==> src/cpuMacros.svh <==
`ifndef CPU_MACROS_SVH
`define CPU_MACROS_SVH

// data and address width
`define XLEN 32

// architectural register count
`define NREGS 32

// register index width
`define REGW 5

`endif

==> src/isaPkg.sv <==
`include "cpuMacros.svh"

package isaPkg;

	// RV32I major opcodes in use
	typedef enum logic [6:0] {
		op     = 7'b0110011,
		opImm  = 7'b0010011,
		load   = 7'b0000011,
		store  = 7'b0100011,
		branch = 7'b1100011,
		jal    = 7'b1101111
	} opcode_t;

	// command class seen by the hazard logic
	typedef enum logic [1:0] {
		other  = 2'b00,
		jmpCmd = 2'b01,
		stCmd  = 2'b10,
		lwCmd  = 2'b11
	} cmd_t;

	typedef enum logic [1:0] {
		add,
		sub,
		andOp,
		orOp
	} aluOp_t;

	// funct fields of the supported subset
	localparam logic [2:0] f3AddSub = 3'b000;
	localparam logic [2:0] f3Or     = 3'b110;
	localparam logic [2:0] f3And    = 3'b111;
	localparam logic [2:0] f3Word   = 3'b010;
	localparam logic [2:0] f3Beq    = 3'b000;
	localparam logic [6:0] f7Base   = 7'b0000000;
	localparam logic [6:0] f7Sub    = 7'b0100000;

	typedef struct packed {
		cmd_t              cmd;
		aluOp_t            aluOp;
		logic [`REGW-1:0]  rs1;
		logic [`REGW-1:0]  rs2;
		logic [`REGW-1:0]  rd;
		logic              weReg;
		logic              useImm;
		logic              isBranch;
		logic [`XLEN-1:0]  imm;
	} decoded_t;

endpackage

==> src/pipePkg.sv <==
`include "cpuMacros.svh"

package pipePkg;

	// operand source in execute
	typedef enum logic [1:0] {
		fwdNone = 2'b00,
		fwdMem  = 2'b01,
		fwdWb   = 2'b10
	} fwdSel_t;

	typedef struct packed {
		logic              valid;
		logic [`XLEN-1:0]  pc;
		isaPkg::decoded_t  dec;
		logic [`XLEN-1:0]  rs1Val;
		logic [`XLEN-1:0]  rs2Val;
	} decExe_t;

	typedef struct packed {
		logic              valid;
		isaPkg::cmd_t      cmd;
		logic [`REGW-1:0]  rd;
		logic              weReg;
		logic [`XLEN-1:0]  result;
		logic [`XLEN-1:0]  storeData;
	} exeMem_t;

	typedef struct packed {
		logic              valid;
		logic [`REGW-1:0]  rd;
		logic              weReg;
		logic [`XLEN-1:0]  result;
	} memWb_t;

endpackage

==> src/hazardIf.sv <==
`include "cpuMacros.svh"

interface hazardIf;

	// stage state observed by the hazard unit
	logic [`REGW-1:0]    rs1D;
	logic [`REGW-1:0]    rs2D;
	logic [`REGW-1:0]    rs1E;
	logic [`REGW-1:0]    rs2E;
	logic [`REGW-1:0]    rdE;
	isaPkg::cmd_t        cmdE;
	logic [`REGW-1:0]    rdM;
	logic                weM;
	logic [`REGW-1:0]    rdW;
	logic                weW;
	logic                redirectE;

	// pipeline controls
	logic                stallF;
	logic                stallD;
	logic                flushD;
	logic                flushE;
	pipePkg::fwdSel_t    fwdA;
	pipePkg::fwdSel_t    fwdB;

	modport pipe (
		output rs1D, rs2D, rs1E, rs2E, rdE, cmdE, rdM, weM, rdW, weW, redirectE,
		input  stallF, stallD, flushD, flushE, fwdA, fwdB
	);

	modport hazard (
		input  rs1D, rs2D, rs1E, rs2E, rdE, cmdE, rdM, weM, rdW, weW, redirectE,
		output stallF, stallD, flushD, flushE, fwdA, fwdB
	);

endinterface

==> src/hazardUnit.sv <==
`include "cpuMacros.svh"

module hazardUnit (
	hazardIf.hazard hz
);

	logic loadUse;
	logic rdEMatch;

	// pick the youngest producer of a source register
	function automatic pipePkg::fwdSel_t fwdPick(
		input logic [`REGW-1:0] rs,
		input logic [`REGW-1:0] rdM,
		input logic             weM,
		input logic [`REGW-1:0] rdW,
		input logic             weW
	);
		pipePkg::fwdSel_t sel;
		sel = pipePkg::fwdNone;
		if (rs != '0) begin
			if (weM && rs == rdM) begin
				sel = pipePkg::fwdMem;
			end else if (weW && rs == rdW) begin
				sel = pipePkg::fwdWb;
			end
		end
		return sel;
	endfunction

	assign rdEMatch = (hz.rdE == hz.rs1D) || (hz.rdE == hz.rs2D);

	// load in execute feeding the instruction in decode
	assign loadUse = (hz.cmdE == isaPkg::lwCmd) && (hz.rdE != '0) && rdEMatch;

	always_comb begin
		hz.stallF = 1'b0;
		hz.stallD = 1'b0;
		hz.flushD = 1'b0;
		hz.flushE = 1'b0;

		if (hz.redirectE) begin
			// wrong-path instructions in fetch/decode are dropped
			hz.flushD = 1'b1;
			hz.flushE = 1'b1;
		end else if (loadUse) begin
			hz.stallF = 1'b1;
			hz.stallD = 1'b1;
			// bubble into execute
			hz.flushE = 1'b1;
		end
	end

	always_comb begin
		hz.fwdA = fwdPick(hz.rs1E, hz.rdM, hz.weM, hz.rdW, hz.weW);
		hz.fwdB = fwdPick(hz.rs2E, hz.rdM, hz.weM, hz.rdW, hz.weW);
	end

endmodule

==> src/regFile.sv <==
`include "cpuMacros.svh"

module regFile (
	input  logic              clk,
	input  logic              reset,
	input  logic [`REGW-1:0]  rs1,
	input  logic [`REGW-1:0]  rs2,
	output logic [`XLEN-1:0]  rd1,
	output logic [`XLEN-1:0]  rd2,
	input  logic              we,
	input  logic [`REGW-1:0]  wAddr,
	input  logic [`XLEN-1:0]  wData
);

	logic [`XLEN-1:0] regs [`NREGS];
	logic             wrLive;

	// x0 never takes a write
	assign wrLive = we && (wAddr != '0);

	always_ff @(posedge clk) begin
		if (reset) begin
			for (int i = 0; i < `NREGS; i++) begin
				regs[i] <= '0;
			end
		end else if (wrLive) begin
			regs[wAddr] <= wData;
		end
	end

	// same-cycle writeback shows through on reads
	assign rd1 = (wrLive && wAddr == rs1) ? wData : regs[rs1];
	assign rd2 = (wrLive && wAddr == rs2) ? wData : regs[rs2];

endmodule

==> src/pipeReg.sv <==
module pipeReg #(
	parameter type payload_t = logic
) (
	input  logic      clk,
	input  logic      reset,
	input  logic      enable,
	input  logic      flush,
	input  payload_t  d,
	output payload_t  q
);

	// an all-zero payload is a bubble
	always_ff @(posedge clk) begin
		if (reset || flush) begin
			q <= '0;
		end else if (enable) begin
			q <= d;
		end
	end

endmodule

==> src/decoder.sv <==
`include "cpuMacros.svh"

module decoder (
	input  logic [`XLEN-1:0]  instr,
	output isaPkg::decoded_t  dec
);

	logic [2:0]        f3;
	logic [6:0]        f7;
	logic [`XLEN-1:0]  immI;
	logic [`XLEN-1:0]  immS;
	logic [`XLEN-1:0]  immB;
	logic [`XLEN-1:0]  immJ;

	assign f3 = instr[14:12];
	assign f7 = instr[31:25];

	assign immI = {{20{instr[31]}}, instr[31:20]};
	assign immS = {{20{instr[31]}}, instr[31:25], instr[11:7]};
	assign immB = {{19{instr[31]}}, instr[31], instr[7], instr[30:25], instr[11:8], 1'b0};
	assign immJ = {{11{instr[31]}}, instr[31], instr[19:12], instr[20], instr[30:21], 1'b0};

	// unused source fields stay at x0 so they never trigger a stall
	always_comb begin
		dec = '0;
		case (instr[6:0])
			isaPkg::op: begin
				if (f3 == isaPkg::f3AddSub && (f7 == isaPkg::f7Base || f7 == isaPkg::f7Sub)) begin
					dec.aluOp = (f7 == isaPkg::f7Sub) ? isaPkg::sub : isaPkg::add;
					dec.weReg = 1'b1;
				end else if (f3 == isaPkg::f3And && f7 == isaPkg::f7Base) begin
					dec.aluOp = isaPkg::andOp;
					dec.weReg = 1'b1;
				end else if (f3 == isaPkg::f3Or && f7 == isaPkg::f7Base) begin
					dec.aluOp = isaPkg::orOp;
					dec.weReg = 1'b1;
				end
				if (dec.weReg) begin
					dec.rs1 = instr[19:15];
					dec.rs2 = instr[24:20];
					dec.rd = instr[11:7];
				end
			end
			isaPkg::opImm, isaPkg::load: begin
				if (f3 == ((instr[6:0] == isaPkg::load) ? isaPkg::f3Word : isaPkg::f3AddSub)) begin
					dec.cmd = (instr[6:0] == isaPkg::load) ? isaPkg::lwCmd : isaPkg::other;
					dec.rs1 = instr[19:15];
					dec.rd = instr[11:7];
					dec.weReg = 1'b1;
					dec.useImm = 1'b1;
					dec.imm = immI;
				end
			end
			isaPkg::store: begin
				if (f3 == isaPkg::f3Word) begin
					dec.cmd = isaPkg::stCmd;
					dec.rs1 = instr[19:15];
					dec.rs2 = instr[24:20];
					dec.useImm = 1'b1;
					dec.imm = immS;
				end
			end
			isaPkg::branch: begin
				if (f3 == isaPkg::f3Beq) begin
					dec.rs1 = instr[19:15];
					dec.rs2 = instr[24:20];
					dec.isBranch = 1'b1;
					dec.imm = immB;
				end
			end
			isaPkg::jal: begin
				dec.cmd = isaPkg::jmpCmd;
				dec.rd = instr[11:7];
				dec.weReg = 1'b1;
				dec.imm = immJ;
			end
			default: dec = '0;
		endcase
	end

endmodule

==> src/execUnit.sv <==
`include "cpuMacros.svh"

module execUnit (
	input  pipePkg::decExe_t  payload,
	input  pipePkg::fwdSel_t  fwdA,
	input  pipePkg::fwdSel_t  fwdB,
	input  logic [`XLEN-1:0]  memResult,
	input  logic [`XLEN-1:0]  wbResult,
	output logic [`XLEN-1:0]  result,
	output logic [`XLEN-1:0]  storeData,
	output logic              redirect,
	output logic [`XLEN-1:0]  target
);

	logic [`XLEN-1:0] opA;
	logic [`XLEN-1:0] regB;
	logic [`XLEN-1:0] opB;
	logic [`XLEN-1:0] aluOut;

	function automatic logic [`XLEN-1:0] fwdMux(
		input pipePkg::fwdSel_t sel,
		input logic [`XLEN-1:0] regVal,
		input logic [`XLEN-1:0] memVal,
		input logic [`XLEN-1:0] wbVal
	);
		case (sel)
			pipePkg::fwdMem: return memVal;
			pipePkg::fwdWb:  return wbVal;
			default:         return regVal;
		endcase
	endfunction

	assign opA = fwdMux(fwdA, payload.rs1Val, memResult, wbResult);
	assign regB = fwdMux(fwdB, payload.rs2Val, memResult, wbResult);
	assign opB = payload.dec.useImm ? payload.dec.imm : regB;

	always_comb begin
		case (payload.dec.aluOp)
			isaPkg::sub:   aluOut = opA - opB;
			isaPkg::andOp: aluOut = opA & opB;
			isaPkg::orOp:  aluOut = opA | opB;
			default:       aluOut = opA + opB;
		endcase
	end

	// jal links pc+4
	assign result = (payload.dec.cmd == isaPkg::jmpCmd) ? payload.pc + `XLEN'd4 : aluOut;
	assign storeData = regB;

	assign redirect = payload.valid &&
		((payload.dec.cmd == isaPkg::jmpCmd) || (payload.dec.isBranch && opA == regB));
	assign target = payload.pc + payload.dec.imm;

endmodule

==> src/pipelineCore.sv <==
`include "cpuMacros.svh"

module pipelineCore (
	input  logic              clk,
	input  logic              reset,
	output logic [`XLEN-1:0]  imemAddr,
	input  logic [`XLEN-1:0]  imemData,
	output logic [`XLEN-1:0]  dmemAddr,
	output logic [`XLEN-1:0]  dmemWdata,
	output logic              dmemWe,
	input  logic [`XLEN-1:0]  dmemRdata,
	output logic              wbValid,
	output logic [`REGW-1:0]  wbRd,
	output logic [`XLEN-1:0]  wbData
);

	typedef struct packed {
		logic              valid;
		logic [`XLEN-1:0]  pc;
		logic [`XLEN-1:0]  instr;
	} fetchDec_t;

	logic [`XLEN-1:0]   pc;
	fetchDec_t          fdD;
	fetchDec_t          fdQ;
	isaPkg::decoded_t   decoded;
	logic [`XLEN-1:0]   rd1;
	logic [`XLEN-1:0]   rd2;
	pipePkg::decExe_t   deD;
	pipePkg::decExe_t   deQ;
	pipePkg::exeMem_t   emD;
	pipePkg::exeMem_t   emQ;
	pipePkg::memWb_t    mwD;
	pipePkg::memWb_t    mwQ;
	logic [`XLEN-1:0]   exeResult;
	logic [`XLEN-1:0]   exeStoreData;
	logic               redirect;
	logic [`XLEN-1:0]   target;
	logic [`XLEN-1:0]   memResult;
	logic               weW;

	hazardIf hz ();

	hazardUnit u_hazardUnit (.hz(hz.hazard));

	// fetch
	always_ff @(posedge clk) begin
		if (reset) begin
			pc <= '0;
		end else if (redirect) begin
			pc <= target;
		end else if (!hz.stallF) begin
			pc <= pc + `XLEN'd4;
		end
	end

	assign imemAddr = pc;
	assign fdD = '{valid: 1'b1, pc: pc, instr: imemData};

	pipeReg #(.payload_t(fetchDec_t)) u_fetchDec (
		.clk(clk), .reset(reset), .enable(!hz.stallD), .flush(hz.flushD), .d(fdD), .q(fdQ)
	);

	// decode
	decoder u_decoder (.instr(fdQ.instr), .dec(decoded));

	regFile u_regFile (
		.clk(clk), .reset(reset), .rs1(decoded.rs1), .rs2(decoded.rs2),
		.rd1(rd1), .rd2(rd2), .we(weW), .wAddr(mwQ.rd), .wData(mwQ.result)
	);

	assign deD = '{valid: fdQ.valid, pc: fdQ.pc, dec: decoded, rs1Val: rd1, rs2Val: rd2};

	pipeReg #(.payload_t(pipePkg::decExe_t)) u_decExe (
		.clk(clk), .reset(reset), .enable(1'b1), .flush(hz.flushE), .d(deD), .q(deQ)
	);

	// execute
	execUnit u_execUnit (
		.payload(deQ), .fwdA(hz.fwdA), .fwdB(hz.fwdB),
		.memResult(memResult), .wbResult(mwQ.result),
		.result(exeResult), .storeData(exeStoreData), .redirect(redirect), .target(target)
	);

	assign emD = '{
		valid: deQ.valid,
		cmd: deQ.dec.cmd,
		rd: deQ.dec.rd,
		weReg: deQ.dec.weReg,
		result: exeResult,
		storeData: exeStoreData
	};

	pipeReg #(.payload_t(pipePkg::exeMem_t)) u_exeMem (
		.clk(clk), .reset(reset), .enable(1'b1), .flush(1'b0), .d(emD), .q(emQ)
	);

	// memory
	assign dmemAddr = emQ.result;
	assign dmemWdata = emQ.storeData;
	assign dmemWe = emQ.valid && (emQ.cmd == isaPkg::stCmd);
	assign memResult = (emQ.cmd == isaPkg::lwCmd) ? dmemRdata : emQ.result;

	assign mwD = '{valid: emQ.valid, rd: emQ.rd, weReg: emQ.weReg, result: memResult};

	pipeReg #(.payload_t(pipePkg::memWb_t)) u_memWb (
		.clk(clk), .reset(reset), .enable(1'b1), .flush(1'b0), .d(mwD), .q(mwQ)
	);

	// writeback
	assign weW = mwQ.valid && mwQ.weReg;
	assign wbValid = weW && (mwQ.rd != '0);
	assign wbRd = mwQ.rd;
	assign wbData = mwQ.result;

	// hazard unit view of the stages
	assign hz.rs1D = decoded.rs1;
	assign hz.rs2D = decoded.rs2;
	assign hz.rs1E = deQ.dec.rs1;
	assign hz.rs2E = deQ.dec.rs2;
	assign hz.rdE = deQ.dec.rd;
	assign hz.cmdE = deQ.dec.cmd;
	assign hz.rdM = emQ.rd;
	assign hz.weM = emQ.valid && emQ.weReg;
	assign hz.rdW = mwQ.rd;
	assign hz.weW = weW;
	assign hz.redirectE = redirect;

endmodule

==> config.mk <==
export PLATFORM = sky130hd
export DESIGN_NAME = pipelineCore
export DESIGN_NICKNAME = d
export VERILOG_FILES = /design/src/isaPkg.sv /design/src/pipePkg.sv /design/src/hazardIf.sv /design/src/hazardUnit.sv /design/src/regFile.sv /design/src/pipeReg.sv /design/src/decoder.sv /design/src/execUnit.sv /design/src/pipelineCore.sv
export VERILOG_INCLUDE_DIRS = /design/src
export SDC_FILE = /design/constraint.sdc
export NUM_CORES = 2
export LEC_CHECK = 0
export ABC_AREA = 0
export BUFFER_PORTS_ARGS = -buffer_cell sky130_fd_sc_hd__clkbuf_2
export CELL_PAD_IN_SITES_DETAIL_PLACEMENT = 1
export CELL_PAD_IN_SITES_GLOBAL_PLACEMENT = 1
export CORE_MARGIN = 3
export CORE_UTILIZATION = 30
export DETAILED_ROUTE_END_ITERATION = 8
export GPL_ROUTABILITY_DRIVEN = 0
export PLACE_DENSITY = 0.59
export SETUP_SLACK_MARGIN = 0.4
export SLEW_MARGIN = 20
export SYNTH_ARGS = -nofsm -noshare
export SYNTH_HDL_FRONTEND = slang
export SYNTH_SLANG_ARGS = --single-unit
==> constraint.sdc <==
create_clock -name clk -period 10.4 [get_ports clk]
set_input_delay 1.56 -clock clk [delete_from_list [all_inputs] [get_ports clk]]
set_output_delay 1.56 -clock clk [all_outputs]
set_load 0.03 [all_outputs]
==> impl_metrics.env <==
export IMPL_drt_wl_total_mm=330
export IMPL_cts_tree="done"
export IMPL_holdBufCountCts=0
export IMPL_clk_latency_ps=850
export IMPL_p_leak_nw=28.7
export IMPL_grtUsageTotal_pct=24.3
export IMPL_worst_setup_path_end_kind="flop"
export IMPL_dieArea_sq_um=263000
export IMPL_placed_area_sq_um=80400
export IMPL_tightest_slew_ps=1270
export IMPL_r2r_slack_ps=1910
export IMPL_slew_violations=0
export IMPL_synth_edf_count=1024
export IMPL_post_route_min_period_ps=8490
export IMPL_synth_area_leaders="edfxtp_1 (40%), dfxtp_1 (9.1%), mux2i_1 (5.6%)"
export IMPL_rsz0062_at_grt="false"
export IMPL_worst_path_max_fanout=41
export IMPL_drc_errors=0
export IMPL_cts_buffer_depth=3
export IMPL_ant_nets=0
export IMPL_drt_pass1_iterations=6
export IMPL_min_period_over_period_pct=81.6
export IMPL_synth_cell_types=82
export IMPL_finalSetupViolCount=0
export IMPL_cts_max_level=4
export IMPL_wl_per_cell_um=30.5
export IMPL_start_util_pct=30.2
export IMPL_via_per_inst=5.95
export IMPL_yosysWarningCount=0
export IMPL_crit_arrival_ps=9230
export IMPL_yosysSeqAreaShare_pct=49.0
export IMPL_netlist_area_sq_um=77100
export IMPL_finalHoldViolCount=0
export IMPL_async_reset_ff_share_pct=0
export IMPL_synth_flop_cell="edfxtp_1"
export IMPL_critPathRequiredTime_ps=11140
export IMPL_grt_pass1_vias=65344
export IMPL_cts_resized_gates=0
export IMPL_io_pins=201
export IMPL_timing_fmax_mhz=118
export IMPL_nets=7484
export IMPL_fin_skew_ps=35.8
export IMPL_dp_hpwl_mm=208
export IMPL_synth_top_cell_by_area="edfxtp_1"
export IMPL_die_w_um=513
export IMPL_overflow=0
export IMPL_postCtsSetupRepairBufs=0
export IMPL_powerDensity_nw_per_um2=153
export IMPL_cap_viol_max_count=0
export IMPL_synth_top_area_share_pct=39.9
export IMPL_grt_antenna_before_repair=17
export IMPL_first_iter_violations=6534
export IMPL_ir_worst_vdd_v=0.000145
export IMPL_rows=185
export IMPL_die_h_um=513
export IMPL_numCtsBuffers=159
export IMPL_synth_common_cells="edfxtp_1 (1024), nand2_1 (962), nor3_1 (766), clkbuf_1 (677), a211oi_1 (531)"
export IMPL_portBuffers=200
export IMPL_postSynthAreaPerCell_sq_um=10.1
export IMPL_via_count=64504
export IMPL_core_sq_um=255000
export IMPL_finalSetupTns_ps=0
export IMPL_yosysMostFrequentCell="edfxtp_1"
export IMPL_grt_pass1_wl_mm=476
export IMPL_clock_sinks=1373
export IMPL_ys_ff_latch=1373
export IMPL_path_clk_slew_ps=60
export IMPL_maxSlewHeadroom_pct=14.8
export IMPL_grt_max_degree=144
export IMPL_hp_class="flop to flop"
export IMPL_synthToLayoutAreaGrowth_pct=11.0
export IMPL_drive_above_1_share_pct=11.5
export IMPL_status="complete, no violations"
export IMPL_root_buffer="clkbuf_16"
export IMPL_design_area_sq_um=85600
export IMPL_crit_type="flop to flop"
export IMPL_start_kind="flop"
export IMPL_syn_instance_count=7663
==> metrics by stage <==
step                      total power [mW]  hold slack (ps)  utilization, %  cells  setup slack [ps]
after global routing                  13.5              465            33.6  10839              1350
after CTS                             13.2              457            33.6  10834              2080
final                                 13.1              452            33.6  10842              1910
after global placement                7.49              432            31.5  10545              2330
after floorplan                       7.03              414               -   7694              4230
after detailed placement              7.52              442            31.5  10545              2170
==> power breakdown <==
group | internal, mW | leakage (nW) | switching (mW)
Clock | 3.23 | 2.49 | 2.43
Sequential | 6.12 | 13.0 | 0.169
Combinational | 0.320 | 13.2 | 0.827
==> cell usage in the layout, fill, tap and decap left out, types with 43 or more instances in the layout <==
master	Yosys	routed
clkbuf_2	0	200
or2_2	43	43
mux2i_1	428	428
a211oi_1	531	527
clkbuf_16	0	165
and3_1	205	204
a31oi_1	114	114
xnor2_1	106	106
a21oi_1	181	176
o21ai_0	95	95
ha_1	74	74
dfxtp_1	349	346
nor2_1	320	317
xor2_1	89	89
nor3_1	766	766
o31ai_1	50	50
mux4_2	96	96
buf_4	101	186
nor2b_1	150	149
and2_1	371	369
edfxtp_1	1024	1024
a311oi_1	229	229
inv_1	52	49
nand2_1	962	951
==> metal layers <==
metal | wire length [um] | part of all wire, % | GRT usage, %
met5 | 60 | 0.018 | 0
met3 | 24800 | 7.5 | 3.88
met2 | 151000 | 46 | 39.2
met1 | 139000 | 42 | 32.2
met4 | 15200 | 4.6 | 10.7
==> worst paths after layout <==
kind,from,depth (start not counted),end
setup reg to reg,u_memWb.q[37],25,u_exeMem.q[63]
setup / recovery,u_memWb.q[37],25,u_exeMem.q[63]
hold reg to reg,u_fetchDec.q[58],2,u_fetchDec.q[58]
hold / removal,u_fetchDec.q[58],2,u_fetchDec.q[58]
==> critical path, stage by stage (launching register included) <==
cell and delay (ps):
dfxtp_1 760, xnor2_1 200, nand4_1 230, a211oi_4 260, buf_4 440, nand2_1 430, o221ai_1 540, nor2_1 70
a21oi_1 240, ha_1 220, nand2_1 140, o41ai_1 820, a31oi_1 230, xnor2_1 190, ha_1 390, o21a_1 140
nor2_1 80, a31oi_1 60, o41ai_1 870, o21ai_0 350, a2111oi_0 760, o31ai_1 200, a21o_1 220, a21oi_1 170
xnor2_1 90, a211oi_1 250
==> state kept, by name, indices dropped and copies added, names as in the netlist <==
register,cells
imemAddr,32
u_decExe.q,140
u_exeMem.q,73
u_fetchDec.q,65
u_memWb.q,39
u_regFile.regs,1024
==> logic make-up (layout without fill, tap and decap cells) <==
logic type,Yosys count,after routing,share of synthesized area (%)
adder cells (fa/ha/maj),102,102,1.59
flip-flops,1373,1373,49.0
other,1,38,0.00487
AO/OA/AOI/OAI,1507,1507,14.5
XOR/XNOR,195,195,2.22
AND/OR/NAND/NOR,2986,2986,18.9
multiplexers,526,526,8.39
buffers and inverters,973,749,5.39
==> cell type report <==
type	instances	area, sq um
inverters	60	225
clock buffers	215	4410
diodes	6	15.0
repair buffers	400	2690
multi-input cells	5348	35600
clock inverters	74	714
well taps	3366	4210
fillers	28450	169000
flip-flops and latches	1373	37700
Power figures use the tool's default switching activity.
